## src/hw/mmio_pkg.sv

```systemverilog
package mmio_pkg;

   // byte address as issued by the master.
   typedef logic [15:0] addr_t;

   // bus data word.
   typedef logic [31:0] word_t;

   // one serial character.
   typedef logic [7:0] byte_t;

   // region select, addr[15:14].
   typedef logic [1:0] region_t;

   // address map.
   localparam region_t region_ram  = 2'd0;
   localparam region_t region_led  = 2'd1;
   localparam region_t region_uart = 2'd2;
   // value 3 is unmapped.

   // ram depth in 32-bit words.
   localparam int ram_words = 2048;

   // Serial bit time in clocks, short so a frame fits a quick simulation.
   localparam int uart_clks_per_bit = 4;

   // uart register offsets, data register sits at 0.
   localparam int uart_status_off = 4;

endpackage

```

## src/hw/bus_decode.sv

```systemverilog
`timescale 1ns/1ps

module bus_decode (
   input  logic             clk,
   input  logic             arst_n,
   input  logic             rd_en,
   input  logic             wr_en,
   input  mmio_pkg::addr_t  addr,
   input  mmio_pkg::word_t  wr_data,
   output logic             ram_rd_en,
   output logic             ram_wr_en,
   output logic             led_rd_en,
   output logic             led_wr_en,
   output logic             uart_rd_en,
   output logic             uart_wr_en,
   output logic             unmapped_rd,
   output logic [13:0]      t_addr,
   output mmio_pkg::word_t  t_wr_data
);

   mmio_pkg::region_t region;

   assign region = addr[15:14];

   always_ff @(posedge clk or negedge arst_n) begin
      if (!arst_n) begin
         ram_rd_en   <= 1'b0;
         ram_wr_en   <= 1'b0;
         led_rd_en   <= 1'b0;
         led_wr_en   <= 1'b0;
         uart_rd_en  <= 1'b0;
         uart_wr_en  <= 1'b0;
         unmapped_rd <= 1'b0;
      end else begin
         ram_rd_en   <= rd_en && (region == mmio_pkg::region_ram);
         ram_wr_en   <= wr_en && (region == mmio_pkg::region_ram);
         led_rd_en   <= rd_en && (region == mmio_pkg::region_led);
         led_wr_en   <= wr_en && (region == mmio_pkg::region_led);
         uart_rd_en  <= rd_en && (region == mmio_pkg::region_uart);
         uart_wr_en  <= wr_en && (region == mmio_pkg::region_uart);
         // writes to region 3 simply fall through.
         unmapped_rd <= rd_en && (region == 2'd3);
      end
   end

   // offset and data follow the strobes by the same cycle.
   always_ff @(posedge clk) begin
      if (rd_en || wr_en) begin
         t_addr    <= addr[13:0];
         t_wr_data <= wr_data;
      end
   end

endmodule

```

## config.mk

```make
export PLATFORM = sky130hd
export DESIGN_NAME = bus_decode
export DESIGN_NICKNAME = d
export VERILOG_FILES = /design/src/hw/mmio_pkg.sv /design/src/hw/bus_decode.sv
export SDC_FILE = /design/constraint.sdc
export NUM_CORES = 1
export LEC_CHECK = 0
export BUFFER_PORTS_ARGS = -buffer_cell sky130_fd_sc_hd__buf_2
export CORE_ASPECT_RATIO = 2
export CORE_MARGIN = 4
export CORE_UTILIZATION = 41
export DETAILED_ROUTE_END_ITERATION = 7
export GPL_TIMING_DRIVEN = 0
export PLACE_DENSITY = 0.83
export SLEW_MARGIN = 5
export SYNTH_ARGS = -nofsm -noshare
export SYNTH_HDL_FRONTEND = slang
export SYNTH_SLANG_ARGS = --single-unit
```

## constraint.sdc

```tcl
create_clock -name clk -period 0.8 [get_ports clk]
set_input_delay 0.08 -clock clk [delete_from_list [all_inputs] [get_ports clk]]
set_output_delay 0.08 -clock clk [all_outputs]
set_load 0.05 [all_outputs]
```

==> flow_metrics.tcl <==
set metrics [dict create \
    status "finished, violations left" \
    failed_checks "negative setup slack" \
    cts_buffers 5 \
    root_buffer "clkbuf_8" \
    num_vias 1218 \
    io_pins 105 \
    synth_mux_area_frac 0 \
    cts_tree "yes" \
    dieArea_um2 5080 \
    period_needed_ns 0.977 \
    synth_compound_area_frac 0 \
    cp.required_ns 0.72 \
    synth_top_family_by_area "simple AND/OR/NAND/NOR gates" \
    die_y_um 96.9 \
    finalHoldViolCount 0 \
    final_util 0.813 \
    design.core.area_um2 3840 \
    leakage_nw 1.38 \
    clockBufferDepth 2 \
    crit_slowest_cell "edfxtp_1" \
    die_x_um 52.4 \
    setup_tns_ns -7.19 \
    grt.overflow.total 0 \
    slowest_delay_ns 0.43 \
    avgViaCountPerCell 4.45 \
    h-tree-depth 2 \
    setup_ws_ns -0.177 \
    crit_chain "buf_6" \
    synthSimpleGateAreaFrac 0.0386 \
    synth_xor_area_frac 0 \
    p_per_area_nw_per_um2 2110 \
    largest_reg_flops 32 \
    cts_sinks 53 \
    worst-path-buf-inv 1 \
    reg_top3 "t_wr_data: 32 flops, t_addr: 14 flops" \
    clkTransAtPathRegs_ns 0.08 \
    synth_fa_ha_area_frac 0 \
    ys_types 6 \
    routabilityCongestion 0.758 \
    io_buffers 104 \
    ir_drop_mv 1.90 \
    synth_fp_nets 113 \
    regMostFlops "t_wr_data" \
    ys_warn_count 0 \
    drv_slew 0 \
    drc 0 \
    place_ws_ns -0.321 \
    drt_iter0_markers 6 \
    final_common_cell "buf_6" \
    antenna_found_initial 1 \
    row_count 32 \
    crit_arrival_ns 0.90 \
    critPathMaxFanout 1 \
    drv_cap 0 \
    wire_per_inst_um 18.1 \
    grt_pass1_wl_mm 7.38 \
    nets 273 \
    grt_pass1_vias 1349 \
    finalSetupViolations 53 \
    syn_to_final_growth_pct 93.1 \
    drive_gt1_frac 0.514 \
    dpl.hpwl_mm 2.58 \
    startpoint_type "flip-flop" \
    worstMarginPinSlew_ns 0.535 \
    syn_area_um2 1620 \
    firstDrtPassIters 4 \
    synth_seq_area_share 0.961 \
    cpLargestDelayFamily "flip-flops" \
    clock.fmax_mhz 1020 \
    syn_avg_cell_area_um2 26.5 \
    final_cell_mix "buf_6 (53), buf_2 (51), dlygate4sd3_1 (48)" \
    nFillCells 206 \
    track_usage 0.208 \
    setup.worst_path.class "flip-flop to primary output" \
    final.period_utilization 1.22 \
    ant_nets 0 \
    cp-end-kind "primary output" \
    holdCritPathClass "primary input to flip-flop" \
    synthCells 61 \
    relSlewSlack 0.644 \
    start_util 0.421 \
    cts_setup_buffers 0 \
    synth-seq-cells 53 \
    wirelength_mm 4.95 \
    rsz0062_at_grt "true" \
    grt_start_max_net_pins 47 \
]
[logic make-up (layout without fill, tap and decap cells)]
| kind of cell | after synthesis | after routing |
|---|---|---|
| flops | 53 | 53 |
| simple gates | 8 | 9 |
| buf+inv | 0 | 160 |
| other cells | 0 | 1 |
[cells in the mapped netlist, drive strengths merged]
master / instances / share of area
and3b: 4 / 0.022
dfrtp: 7 / 0.11
and3: 1 / 0.0039
or2: 1 / 0.0039
nor3b: 2 / 0.0093
edfxtp: 46 / 0.85
[final timing paths]
| path | startpoint | end | slack [ns] | depth (start not counted) |
|---|---|---|---|---|
| worst max-delay path | t_addr[1] | t_addr[1] | -0.18 | 1 |
| worst min-delay path | addr[15] | ram_wr_en | 0.01 | 2 |
| min in group asynchronous | arst_n | ram_wr_en | 0.16 | 2 |
| max in group asynchronous | arst_n | uart_rd_en | 0.49 | 2 |
[metal layers]
layer | global-route usage | share of wire | up-vias
li1 | - | - | 559
met1 | 0.197 | 0.29 | 590
met2 | 0.388 | 0.61 | 59
met3 | 0.0431 | 0.062 | 10
met4 | 0.106 | 0.029 | 0
met5 | 0 | 0 | -
[area by class of cell]
cell class	instances	area, um^2	share of cell area
clock buffer	8	90.1	0.0288
sequential	53	1560	0.498
timing repair buffer	152	1330	0.426
antenna	1	2.50	0.000800
multi-input combinational	9	81.3	0.0260
tap	51	63.8	0.0204
[where the power goes]
group	internal, mW	switching (mW)	total (mW)
registers	3.27	0.116	3.38
logic	0.677	1.06	1.73
clock network	0.706	0.778	1.48
[timing repair]
action                     4_1_cts  5_1_grt
hold buffers                    48        0
pin swaps                        1        1
gates cloned                     0        1
setup endpoints to repair       55      100
hold endpoints to repair        54        0
gates resized for setup        106        2
[through the flow]
step / area (um^2) / instances / hold WS [ns] / total power [mW]
final: 3130 / 274 / 0.0135 / 6.60
after global routing: 3130 / 274 / 0.0239 / 6.83
after CTS: 3110 / 272 / 0.00306 / 6.60
after detailed placement: 2210 / 216 / -0.0784 / 4.62
after global placement: 2210 / 216 / -0.0864 / 4.60
after floorplan: 1620 / 61 / -0.216 / 4.26
Power figures use the tool's default switching activity.
