## src/hw/mmio_pkg.sv

```systemverilog
package mmio_pkg;

   // byte address as issued by the master.
   typedef logic [15:0] addr_t;

   // bus data word.
   typedef logic [31:0] word_t;

   // one serial character.
   typedef logic [7:0] byte_t;

   // region select, addr[15:14].
   typedef logic [1:0] region_t;

   // address map.
   localparam region_t region_ram  = 2'd0;
   localparam region_t region_led  = 2'd1;
   localparam region_t region_uart = 2'd2;
   // value 3 is unmapped.

   // ram depth in 32-bit words.
   localparam int ram_words = 2048;

   // Serial bit time in clocks, short so a frame fits a quick simulation.
   localparam int uart_clks_per_bit = 4;

   // uart register offsets, data register sits at 0.
   localparam int uart_status_off = 4;

endpackage

```

## src/hw/uart_tx.sv

```systemverilog
`timescale 1ns/1ps

module uart_tx (
   input  logic             clk,
   input  logic             arst_n,
   input  logic             rd_en,
   input  logic             wr_en,
   input  logic [13:0]      addr,
   input  mmio_pkg::word_t  wr_data,
   output mmio_pkg::word_t  rd_data,
   output logic             rd_valid,
   output logic             tx
);

   typedef enum logic [1:0] {
      st_idle,
      st_start,
      st_data,
      st_stop
   } state_t;

   state_t          state;
   logic [15:0]     bit_cnt;
   logic [2:0]      bit_idx;
   mmio_pkg::byte_t data_q;
   logic            busy;
   logic            accept;
   logic            bit_done;

   assign busy     = (state != st_idle);
   assign accept   = wr_en && (addr == 14'd0) && !busy; // writes while busy are lost.
   assign bit_done = (bit_cnt == mmio_pkg::uart_clks_per_bit - 1);

   always_ff @(posedge clk) begin
      if (accept) begin
         data_q <= wr_data[7:0];
      end
   end

   always_ff @(posedge clk or negedge arst_n) begin
      if (!arst_n) begin
         state   <= st_idle;
         bit_cnt <= '0;
         bit_idx <= '0;
         tx      <= 1'b1;
      end else begin
         bit_cnt <= bit_done ? '0 : bit_cnt + 16'd1;
         case (state)
            st_idle: begin
               bit_cnt <= '0;
               if (accept) begin
                  state <= st_start;
                  tx    <= 1'b0; // start bit.
               end
            end
            st_start: begin
               if (bit_done) begin
                  state   <= st_data;
                  bit_idx <= '0;
                  tx      <= data_q[0];
               end
            end
            st_data: begin
               if (bit_done) begin
                  if (bit_idx == 3'd7) begin
                     state <= st_stop;
                     tx    <= 1'b1;
                  end else begin
                     bit_idx <= bit_idx + 3'd1;
                     tx      <= data_q[bit_idx + 3'd1]; // lsb first.
                  end
               end
            end
            st_stop: begin
               if (bit_done) begin
                  state <= st_idle;
               end
            end
            default: state <= st_idle;
         endcase
      end
   end

   // only the status register reads back.
   always_ff @(posedge clk or negedge arst_n) begin
      if (!arst_n) begin
         rd_valid <= 1'b0;
         rd_data  <= '0;
      end else begin
         rd_valid <= rd_en;
         if (rd_en && (addr == 14'(mmio_pkg::uart_status_off))) begin
            rd_data <= {31'd0, busy};
         end else begin
            rd_data <= '0;
         end
      end
   end

endmodule

```

## config.mk

```make
export PLATFORM = sky130hd
export DESIGN_NAME = uart_tx
export DESIGN_NICKNAME = d
export VERILOG_FILES = /design/src/hw/mmio_pkg.sv /design/src/hw/uart_tx.sv
export SDC_FILE = /design/constraint.sdc
export NUM_CORES = 1
export LEC_CHECK = 0
export BUFFER_PORTS_ARGS = -buffer_cell sky130_fd_sc_hd__buf_2
export CAP_MARGIN = 5
export CORE_UTILIZATION = 50
export DETAILED_ROUTE_END_ITERATION = 8
export GPL_ROUTABILITY_DRIVEN = 0
export MAX_ROUTING_LAYER = met4
export PLACE_DENSITY = 0.85
export SLEW_MARGIN = 15
export SYNTH_ARGS = -nofsm -noshare
export SYNTH_HDL_FRONTEND = slang
export SYNTH_SLANG_ARGS = --single-unit
```

## constraint.sdc

```tcl
create_clock -name clk -period 4 [get_ports clk]
set_clock_uncertainty 0.15 [all_clocks]
set_input_delay 0.2 -clock clk [delete_from_list [all_inputs] [get_ports clk]]
set_output_delay 0.2 -clock clk [all_outputs]
set_load 0.1 [all_outputs]
```

==> results.toml <==
[synth]
synth-seq-cells = 32
netlist.top_cell.by_area = "dfrtp_1"
yosys_warnings = 0
synth_area_um2 = 1820
synth_edf_count = 8
synth.area.top_cells = "dfrtp_1 32%, edfxtp_1 13%, buf_4 13%"
synth_cell_types = 35
synthCells = 173
ys_seq_area_share_pct = 46.25
avgSynthCellArea_um2 = 10.52
synth_top_area_share_pct = 31.62
ys.flop_type = "dfrtp_1"
synthArstFlopShare_pct = 75.00

[cts]
clock_latency_ns = 0.35
cts_root_buf = "clkbuf_4"
numClockSinks = 32
post-cts-setup-buffers = 0
htree_levels = 2
cts_buffers = 5
clock_path_buffers = 2
cts_resized = 0
cts_tree = "done"
path_clk_slew_ns = 0.10

[place]
post-dp-hpwl_mm = 2.225
io_buffers = 28
postPlaceCellArea_um2 = 1893
place_ws_ns = 1.723

[worst_hold_path]
hp-class = "input pin to flip-flop"

[timing]
setup_violations = 0
slew-limit-headroom_pct = 24.09
tns_ns = 0
period_minus_slack_ns = 2.426
fin_crit_sh_pct = 60.65
tightestPinTransition_ns = 1.130
rsz0062_at_grt = "no"
fmax_mhz = 412.2
whs_ns = 0.06225
fin_ws_ns = 1.574
finalHoldViolations = 0
drv_slew = 0

[setup_path]
ff2ff_path_depth = 4
crit_type = "flip-flop to flip-flop"
crit_buf_inv = 2
r2r_start = "state[0]"
crit_arrival_ns = 2.24
path_max_fanout = 8
path_depth = 4
timing.rr.end = "data_q[6]"
crit_chain = "inv_1 > ha_1 > inv_1 > nor3_1"
timing.critical_path.to = "data_q[6]"
crit_required_ns = 3.81
end_kind = "flip-flop"
rrSetupSlack_ns = 1.57
max_stage_delay_ns = 0.92
crit_family = "simple AND/OR/NAND/NOR gates"
startpoint = "state[0]"
cpMostUsedCell = "inv_1"
cp_slowest_cell = "nor3_1"
cp-start-kind = "flip-flop"

[detailed_routing]
drt_iter0_drc = 46
first_pass_iters = 4
drc = 0
wl_mm = 3.682
via_count = 1304
wl_per_cell_um = 13.95
drtAntennaViolNets = 0
vias_per_cell = 4.939

[global_route]
antenna_found_initial = 0
grt_pass1_wl_mm = 5.982
busiest_layer = "met2"
grt_usage_pct = 21.31
grt_max_degree = 25
gr-usage-met1_pct = 22.21
met2_usage_pct = 38.74
grt_pass1_vias = 1314
grtUsageMet3_pct = 2.390
grt_overflow = 0

[pwr]
p_total_mw = 1.080
cellPowerDensity_nw_per_um2 = 526.6
power_leakage_nw = 0.9606
vdd_drop_max_mv = 0.3077

[layout]
mostFrequentLayoutCells = "31 x conb_1, 28 x buf_2, 23 x nor2_1, 23 x dfrtp_1, 11 x dlygate4sd3_1"
syn2layout_area_growth_pct = 12.71
finish.instance_area_um2 = 2052
nets = 275
num_antenna_cells = 0
mostFrequentLayoutCell = "conb_1"
drive_above_1_share_pct = 19.27

[die]
core_area_um2 = 3416
die_area_um2 = 3886
start_util_pct = 53.30
ios = 84
die_y_um = 62.34
rows = 21
die_w_um = 62.34

[status]
run_status = "complete, no violations"

[flow_run]
cap_violations = 0
==> where the power goes <==
group | leakage [nW] | internal [mW] | switching, mW
clock network | 0.0269 | 0.0674 | 0.108
logic | 0.542 | 0.144 | 0.339
registers | 0.391 | 0.378 | 0.0439
total | 0.961 | 0.590 | 0.491
==> kinds of logic (layout without fill, tap and decap cells) <==
kind of cell | Yosys count | in the layout | share of synthesized area (%)
AND/OR/NAND/NOR | 61 | 61 | 17.32
adder cells (fa/ha/maj) | 8 | 8 | 5.499
AO/OA/AOI/OAI | 14 | 14 | 5.704
XOR/XNOR | 14 | 14 | 6.736
buffers and inverters | 37 | 52 | 14.09
other | 1 | 31 | 0.2060
flip-flops | 32 | 32 | 46.25
multiplexers | 6 | 6 | 4.192
==> per-stage QoR <==
stage                     utilization (%)  cells
after global routing                60.07    264
after CTS                           60.07    264
after detailed placement            55.42    245
after global placement              55.42    245
final                               60.07    264
after floorplan                         -    203
==> state kept, by name, indices dropped and copies added, names as in the netlist <==
name and cells:
bit_cnt 16, data_q 8, rd_data 1, bit_idx 3
state 2, rd_valid 1, tx 1
==> timing repair <==
item	in CTS	in global routing
hold endpoints to repair	33	0
endpoints found under the setup margin	0	0
hold buffers	11	0
==> synthesized netlist by cell type (all sizes together) (2+ instances only) <==
cell,number
a21oi,2
a22o,5
and3,2
buf,32
dfrtp,23
edfxtp,8
ha,8
inv,5
mux2,3
mux2i,2
nand2,8
nand2b,2
nand3,7
nand4,5
nor2,23
nor3,6
nor4,4
o21ai,3
xnor2,6
xor2,8
==> layer usage <==
metal | share of wire [%] | vias to the layer above | routed length, um
met1 | 40 | 610 | 1459
met2 | 53 | 63 | 1955
met5 | 0 | - | 0
li1 | - | 624 | -
met4 | 2.5 | 0 | 93
met3 | 4.7 | 7 | 173
==> tightest hold or removal path, delay by kind of cell <==
kind                   cells  cell delay, ns
and+or+nand+nor            3            0.24
buffers and inverters      1            0.08
==> cell type report <==
class / count / area, um2
fill: 276 / 1364
tap: 46 / 57.56
inverter: 5 / 18.77
multi-input combinational: 134 / 834.6
clock inverter: 1 / 3.754
sequential: 32 / 842.1
timing repair buffer: 39 / 250.2
clock buffer: 7 / 45.04
==> worst min-delay path by stage <==
stage                        start    endpoint  slack [ns]  depth (start not counted)
after floorplan             arst_n  bit_cnt[0]       -0.25                          0
after global placement      arst_n  bit_cnt[8]        0.05                          1
after detailed placement    arst_n  bit_cnt[9]        0.05                          1
after CTS                 addr[11]  rd_data[0]        0.02                          4
after global routing      addr[12]  rd_data[0]        0.06                          4
final                     addr[12]  rd_data[0]        0.06                          4
Note: power is estimated with default switching activity, not from simulation.
