`src/hw/mmio_pkg.sv`:
```
package mmio_pkg;

   // byte address as issued by the master.
   typedef logic [15:0] addr_t;

   // bus data word.
   typedef logic [31:0] word_t;

   // one serial character.
   typedef logic [7:0] byte_t;

   // region select, addr[15:14].
   typedef logic [1:0] region_t;

   // address map.
   localparam region_t region_ram  = 2'd0;
   localparam region_t region_led  = 2'd1;
   localparam region_t region_uart = 2'd2;
   // value 3 is unmapped.

   // ram depth in 32-bit words.
   localparam int ram_words = 2048;

   // Serial bit time in clocks, short so a frame fits a quick simulation.
   localparam int uart_clks_per_bit = 4;

   // uart register offsets, data register sits at 0.
   localparam int uart_status_off = 4;

endpackage

```
`src/hw/led_reg.sv`:
```
`timescale 1ns/1ps

module led_reg (
   input  logic             clk,
   input  logic             arst_n,
   input  logic             rd_en,
   input  logic             wr_en,
   input  logic [13:0]      addr,
   input  mmio_pkg::word_t  wr_data,
   output mmio_pkg::word_t  rd_data,
   output logic             rd_valid,
   output logic             led
);

   mmio_pkg::word_t value;

   always_ff @(posedge clk or negedge arst_n) begin
      if (!arst_n) begin
         value    <= '0;
         rd_valid <= 1'b0;
         rd_data  <= '0;
      end else begin
         if (wr_en && (addr == 14'd0)) begin
            value <= wr_data;
         end
         rd_valid <= rd_en;
         rd_data  <= (rd_en && (addr == 14'd0)) ? value : '0;
      end
   end

   assign led = value[0];

endmodule

```
`config.mk`:
```
export PLATFORM = sky130hd
export DESIGN_NAME = led_reg
export DESIGN_NICKNAME = d
export VERILOG_FILES = /design/src/hw/mmio_pkg.sv /design/src/hw/led_reg.sv
export SDC_FILE = /design/constraint.sdc
export NUM_CORES = 1
export LEC_CHECK = 0
export BUFFER_PORTS_ARGS = -buffer_cell sky130_fd_sc_hd__buf_2
export CORE_MARGIN = 3
export CORE_UTILIZATION = 39
export DETAILED_ROUTE_END_ITERATION = 10
export PLACE_DENSITY = 0.65
export SYNTH_ARGS = -nofsm -noshare
export SYNTH_HDL_FRONTEND = slang
export SYNTH_SLANG_ARGS = --single-unit
```
`constraint.sdc`:
```
create_clock -name clk -period 1.06 [get_ports clk]
set_clock_uncertainty 0.05 [all_clocks]
set_input_delay 0.053 -clock clk [delete_from_list [all_inputs] [get_ports clk]]
set_output_delay 0.053 -clock clk [all_outputs]
set_load 0.03 [all_outputs]
```
==> summary.md, run 1 <==
| Metric | Value |
|---|---|
| Outcome | finished with violations |
| Violated checks | negative setup slack |
| Routed Antenna Nets | 0 |
| # setup viols final | 64 |
| CTS tree | yes |
| Vias per inst | around 4.5 |
| # H-tree levels | 3 |
| Total detailed-routing wirelength | approximately 5300 um |
| Die area | about 6900 um^2 |
| Pre-CTS WS | -0.822 ns |
| Vias | ~1600 |
| DR WL/cell | 14.8 um |
| Critical R2R Launch | value[0] |
| CP Data Arrival Time | 1.64 ns |
| Worst EP required | 1.22 ns |
| Max VDD drop | 0.000949 V |
| Worst-Margin Slew | 0.341 ns |
| Core ar. | approximately 5600 um^2 |
| Nets | around 330 |
| Remaining DRCs | 0 |
| I/O pins | 84 |
| Sw Share | a little over a fifth |
| Logic pwr share | a little over 6% |
| R2R Path End | value[0] |
| Sequential area share after synthesis | 70.5% |
| Layout area overhead | 56.0% |
| Deepest clock path buffer count | 2 |
| Critical setup path kind | input port to flop |
| DRT Pass-1 Iters | 4 |
| Critical path's slowest cell | or4_4 |
| Final period utilization | 140% |
| Internal cell power | about 3600 uW |
| Net count after synthesis | between 150 and 200 |
| Layout cells sized above 1 | 52.1% |
| Max-slew violation count | 0 |
| CP Capture Type | flop |
| R2R cell count | 1 |
| Total congestion overflow | 0 |
| Slew HR | slightly below 80% |
| Post-layout util | about 64% |
| Die extent in y | ~83 um |
| Tot GR Track Use | between 15 and 20% |
| Unrepaired setup endpoints after global routing | yes |
| Row count | 27 |
| Post-DP HPWL | around 3300 um |
| First-pass GRT wire length | 8610 um |
| Post-Synthesis Cells | between 100 and 150 |
| Ant diodes | 0 |
| CTS Sinks | 65 |
| Sw Pwr | roughly 990 uW |
| Clk Latency, worst-skew pair | between 0.3 and 0.4 ns |
| Fillers | ~440 |
| Initial core utilization | between 40% and 50% |
| Syn. warnings | 0 |
| Largest fanout on the critical path | 13 |
| Reg2reg setup slack | 0.22 ns |
| Vias in the first global route | between 1500 and 2000 |
| Part of the power in registers | 53.8% |
| Netlist cell types | 10 |
| Setup crit start kind | input port |
| Commonest non-fill, non-tap cells in the layout | buf_2 (80), dfrtp_1 (65), dlygate4sd3_1 (34) |
| HP Class | input port to asynchronous set/reset pin |
| Final hold violation count | 0 |
| Die extent in x | just over 80 um |
| Max-cap violations | 0 |
| Pin count of the biggest net entering global routing | 66 |
| DRT iter0 DRCs | between 50 and 60 |
| CP cell instances | buf_6, or4_4, nor4_4, buf_6, buf_12, mux2_1 |
| GPL Wtd Cong | approximately 0.7 |
| Min Clock Period, post-route | around 1.5 ns |
| Mapped Area | roughly 2300 um^2 |
| Crit path setup slack, layout | -0.423 ns |
| Port Buf Inserts | between 80 and 90 |
| Commonest non-fill, non-tap cell in the layout | buf_2 |
| Cell mode on critical path | buf_6 |
| Clock power frac | 40.0% |
| PD cells | 1280 nW/um^2 |
| Syn Area/Cell | approximately 16 um^2 |
| Total CTS buffers | 9 |
| Post-synthesis register bit count | between 60 and 70 |
| Hold WS | between 0.2 and 0.25 ns |
| Max Fclk | just under 0.7 GHz |
| Leak | between 0.0015 and 0.002 uW |
| Clock root cell | clkbuf_8 |
| CP peak stage delay | between 0.5 and 0.6 ns |
| Setup_tns | -20.15 ns |
| Initial antenna violation count | 0 |
| Clock Pin Slew Worst Setup and Hold Paths | approximately 0.07 ns |
| Pwr Total | ~4600 uW |
cell type report:
type | instances | area, um^2 | share of cell area (%)
clock buffer | 13 | 159 | 4.42
clock inverter | 3 | 15.0 | 0.417
multi-input combinational | 71 | 749 | 20.8
sequential | 65 | 1630 | 45.2
tap | 72 | 90.1 | 2.50
timing repair buffer | 132 | 958 | 26.6
power by group through the flow:
| stage | Combinational (uW) | Clock [uW] | Sequential, uW |
|---|---|---|---|
| detailed placement | 177 | 0 | 2530 |
| global placement | 177 | 0 | 2530 |
| global route | 312 | 2040 | 2480 |
| finish | 282 | 1850 | 2480 |
| floorplan | 13.6 | 0 | 2540 |
| CTS | 281 | 1910 | 2480 |
registers in the layout (all words and copies together), names as in the netlist:
register	cells
rd_data	32
rd_valid	1
value	32
cells by family (layout without fill, tap and decap cells):
group                  count (synthesis)  in the layout  synth area share [%]
flip-flops                            65             65                  70.5
AND/OR/NAND/NOR                       39             39                  11.9
multiplexers                          32             32                  15.6
buffers and inverters                  6            148                  1.95
worst max-delay path by stage:
stage | slack [ns] | depth (start not counted) | from | endpoint
after CTS | -0.40 | 6 | addr[5] | value[31]
final | -0.42 | 6 | addr[5] | value[12]
after global placement | -0.77 | 5 | addr[8] | value[0]
after global routing | -0.46 | 6 | addr[5] | value[21]
after floorplan | -0.63 | 4 | addr[8] | value[10]
after detailed placement | -0.82 | 5 | addr[8] | value[31]
cell usage after synthesis:
library cell  count  area (um^2)
mux2_2            2         22.5
or3b_2            2         17.5
buf_6             3         33.8
clkbuf_1          3         11.3
or4_1             3         22.5
and2_1           32          200
nor4_4            1         21.3
dfrtp_1          65         1630
nor4_2            1         12.5
mux2_1           30          338
metal layers:
layer  part of all wire [%]  track usage, %
met4                    2.5            9.06
met1                     40            17.8
met2                     53            28.7
met5                      0               0
met3                    4.0            4.46
metrics by stage:
stage,cell area [um^2],cells
global placement,2860,300
global route,3600,356
detailed placement,2860,300
CTS,3510,356
finish,3600,356
floorplan,2310,142
worst max-delay path, delay by kind of cell:
family	cells	cell delay, ns
muxes	1	0.33
buffers and inverters	3	0.41
and+or+nand+nor	2	0.83
what timing repair did:
item                       CTS  global route
resized for setup           27            27
buffers inserted             2             0
hold buffers                34             0
setup endpoints to repair   64            65
gates cloned                 4             0
pin swaps                   11             9
hold endpoints to repair    98             0
(Power assumes the default switching activity.)
==> run 2: changes to the inputs <==
Settings changed: ABC_AREA from default to 1, PLACE_DENSITY 0.65 to default.
==> run 2 against run 1 <==
  * Via count is 33% higher
  * Critical path type is now flop to primary output
  * Sequential cell count stayed put
  * Register-to-register slack better by 0.06 ns
  * The flow now finishes without violations
  * Sequential power hardly changed
  * Largest power group unchanged
  * Final area is 0.56% higher
  * Hold slack worse by 0.11 ns
==> summary.md, run 2 <==
| Metric | Value |
|---|---|
| Initial antenna violation count | 0 (unchanged) |
| Die extent in x | 86.6 um (was 82.9 um) |
| I/O pins | 84 (unchanged) |
| Critical path's slowest cell | dfrtp_1 (was or4_4) |
| Setup crit start kind | flop (was input port) |
| CTS tree | yes (unchanged) |
| Final period utilization | 95.4% (was 140%) |
| PD cells | 1320 nW/um^2 (was 1280 nW/um^2) |
| Clock root cell | clkbuf_8 (unchanged) |
| Max-slew violation count | 0 (unchanged) |
| # H-tree levels | 3 (unchanged) |
| Total CTS buffers | 9 (unchanged) |
| Commonest non-fill, non-tap cells in the layout | buf_2 (82), nand2_1 (67), dfrtp_1 (65) (was buf_2 (80), dfrtp_1 (65), dlygate4sd3_1 (34)) |
| Sequential cell area | 1630 um^2 (unchanged) |
| Syn. warnings | 0 (unchanged) |
| Critical setup path kind | flop to primary output (was input port to flop) |
| Remaining DRCs | 0 (unchanged) |
| CP Data Arrival Time | 0.91 ns (was 1.64 ns) |
| Row count | 28 (was 27) |
| Commonest non-fill, non-tap cell in the layout | buf_2 (unchanged) |
| DR WL/cell | 13.1 um (was 14.8 um) |
| Mapped Area | 2540 um^2 (was 2310 um^2) |
| Tot GR Track Use | 17.8% (was 16.4%) |
| Max VDD drop | 0.000705 V (was 0.000949 V) |
| Asr flop ratio synth | 100% (unchanged) |
| Max Fclk | 0.989 GHz (was 0.675 GHz) |
| Post-Synthesis Cells | 255 (was 142) |
| Cell with the most instances after synthesis | nand2_1 (was dfrtp_1) |
| GPL Wtd Cong | 0.727 (was 0.681) |
| Slew HR | 77.1% (was 77.3%) |
| Die extent in y | 86.6 um (was 82.9 um) |
| DRT iter0 DRCs | 97 (was 57) |
| Simple-gate share of the synthesized area | 26.4% (was 11.9%) |
| Worst EP required | 0.96 ns (was 1.22 ns) |
| Non-filler cells, final | 459 (was 356) |
| Pin count of the biggest net entering global routing | 33 (was 66) |
| Synth Area in Adders | 0% (unchanged) |
| CTS Sinks | 65 (unchanged) |
| CP peak stage delay | 0.39 ns (was 0.55 ns) |
| Total congestion overflow | 0 (unchanged) |
| Die area | 7510 um^2 (was 6870 um^2) |
| Vias | 2118 (was 1590) |
| Crit path buffers/inverters | 1 (was 3) |
| Area of the multi-input gates | 669 um^2 (was 749 um^2) |
| Multiplexer share of the synthesized area | 0% (was 15.6%) |
| Inst Count DP | 410 (was 300) |
| Syn Area/Cell | 9.95 um^2 (was 16.2 um^2) |
| Commonest cells post-synth | nand2_1 (67), dfrtp_1 (65), nor2_1 (38), inv_1 (32), nand4_1 (32) (was dfrtp_1 (65), and2_1 (32), mux2_1 (30)) |
| Fillers | 549 (was 439) |
| CP Capture Type | primary output (was flop) |
| Worst-Margin Slew | 0.344 ns (was 0.341 ns) |
| Synth top area cells | dfrtp_1 (64%), nand2_1 (9.9%), nand4_1 (7.9%) (was dfrtp_1 (71%), mux2_1 (15%), and2_1 (8.7%)) |
| Routed Antenna Nets | 0 (unchanged) |
| Synth area leader | dfrtp_1 (unchanged) |
| Clk Latency, worst-skew pair | 0.33 ns (about the same) |
| # setup viols final | 0 (was 64) |
| HP Class | input port to asynchronous set/reset pin (unchanged) |
| Final hold violation count | 0 (unchanged) |
| Sequential area share after synthesis | 64.1% (was 70.5%) |
| Net count after synthesis | 305 (was 192) |
| Largest fanout on the critical path | 3 (was 13) |
| Main combinational cell family by area after synthesis | simple AND/OR/NAND/NOR gates (was multiplexers) |
| Outcome | finished, final reports clean (was finished with violations) |
| Fraction of the mapped netlist area in compound gates | 0% (unchanged) |
| Layout area overhead | 42.7% (was 56.0%) |
| Netlist cell types | 14 (was 10) |
| Nets | 431 (was 329) |
| CP cell instances | clkbuf_4 (was buf_6, or4_4, nor4_4, buf_6, buf_12, mux2_1) |
| Deepest clock path buffer count | 2 (unchanged) |
| Post-DP HPWL | 3980 um (was 3250 um) |
| Vias per inst | 4.61 (was 4.47) |
| Leak | 0.00194 uW (was 0.00197 uW) |
| DRT Pass-1 Iters | 5 (was 4) |
| Layout cells sized above 1 | 30.2% (was 52.1%) |
| Max-cap violations | 0 (unchanged) |
| Top Registers | rd_data (32), value (32), rd_valid (1) (unchanged) |
| Post-synthesis register bit count | 65 (unchanged) |
| Port Buf Inserts | 83 (unchanged) |
| Min Clock Period, post-route | 1.01 ns (was 1.48 ns) |
| Initial core utilization | 41.6% (was 41.1%) |
| Pwr Total | 4790 uW (was 4610 uW) |
| Clock Pin Slew Worst Setup and Hold Paths | 0.07 ns (about the same) |
| Vias in the first global route | 2130 (was 1753) |
| First-pass GRT wire length | 10100 um (was 8610 um) |
| Total detailed-routing wirelength | 6020 um (was 5260 um) |
| Post-layout util | 59.4% (was 64.2%) |
| Core ar. | 6100 um^2 (was 5610 um^2) |
| CP top delay family | flip-flops (was simple AND/OR/NAND/NOR gates) |
| Post-synth EDFFs | 0 (unchanged) |
| Post-synth top area share | 64.1% (was 70.5%) |
| Synth Flop Type | dfrtp_1 (unchanged) |
| Ant diodes | 0 (unchanged) |
| XOR/XNOR share of the synthesized area | 0% (unchanged) |
==> run 2: cell count changes after synthesis, moves of 2 or more <==
cell,previous run,this run
and2_1,32,0
or4_1,3,0
or3b_2,2,0
nand4_1,0,32
nor2_1,0,38
mux2_2,2,0
inv_1,0,32
nand3_4,0,2
nand2_1,0,67
mux2_1,30,0
buf_2,0,3
buf_4,0,3
buf_6,3,6
==> run 2: what timing repair did <==
item	in CTS	in global routing
resized for setup	0	1
buffers inserted	0	1
hold buffers	34	0
endpoints found under the setup margin	0	1
hold endpoints to repair	98	0
==> run 2: stage by stage <==
step                setup slack [ns]  setup TNS, ns  instance area, um^2  hold WS, ns
floorplan                     0.0695              0                 2540       -0.293
global placement             -0.0766          -2.45                 3090      -0.0779
detailed placement            -0.109          -3.98                 3090      -0.0730
CTS                           0.0330              0                 3610        0.114
global route                -0.00263       -0.00263                 3620        0.114
finish                        0.0489              0                 3620        0.124
==> run 2: final timing paths <==
check                          start   endpoint  slack [ns]  depth (start not counted)
max                         value[0]        led        0.05                          1
min                           arst_n  value[10]        0.12                          2
max reg2reg                 value[0]   value[0]        0.28                          3
min reg2reg                value[13]  value[13]        0.42                          2
max in group asynchronous     arst_n   value[1]        0.36                          3
min in group clk               wr_en  value[19]        0.16                          4
==> run 2: final cells by class <==
| type | count | area share (%) |
|---|---|---|
| clock buffers | 10 | 3.80 |
| inverters | 32 | 3.32 |
| well taps | 75 | 2.59 |
| repair buffers | 131 | 25.6 |
| multi-input cells | 142 | 18.5 |
| clock inverters | 4 | 1.24 |
| flip-flops and latches | 65 | 45.0 |
==> run 2: cell families (layout without fill, tap and decap cells) <==
kind of cell / Yosys count / in the layout
and+or+nand+nor: 142 / 142
DFF: 65 / 65
buffers and inverters: 48 / 177
==> run 2: per-layer routing <==
| metal | share of wire, % | vias up | routed length (um) | GRT usage (%) |
|---|---|---|---|---|
| met5 | 0 | - | 0 | 0 |
| li1 | - | 1041 | - | - |
| met2 | 49 | 68 | 2930 | 27.3 |
| met1 | 44 | 1001 | 2640 | 24.1 |
| met4 | 1.4 | 0 | 86 | 7.22 |
| met3 | 6.1 | 8 | 367 | 4.56 |
==> run 2: worst register-to-register path, stage by stage, from the launching register on <==
cell and delay [ns]:
dfrtp_1 0.39, buf_4 0.14, nand2_1 0.06, nand2_1 0.04
==> run 2: where the power goes <==
group          total, uW  switching, uW  internal [uW]
sequential          2480           1.20           2480
combinational        316            141            175
clock               1990            878           1110
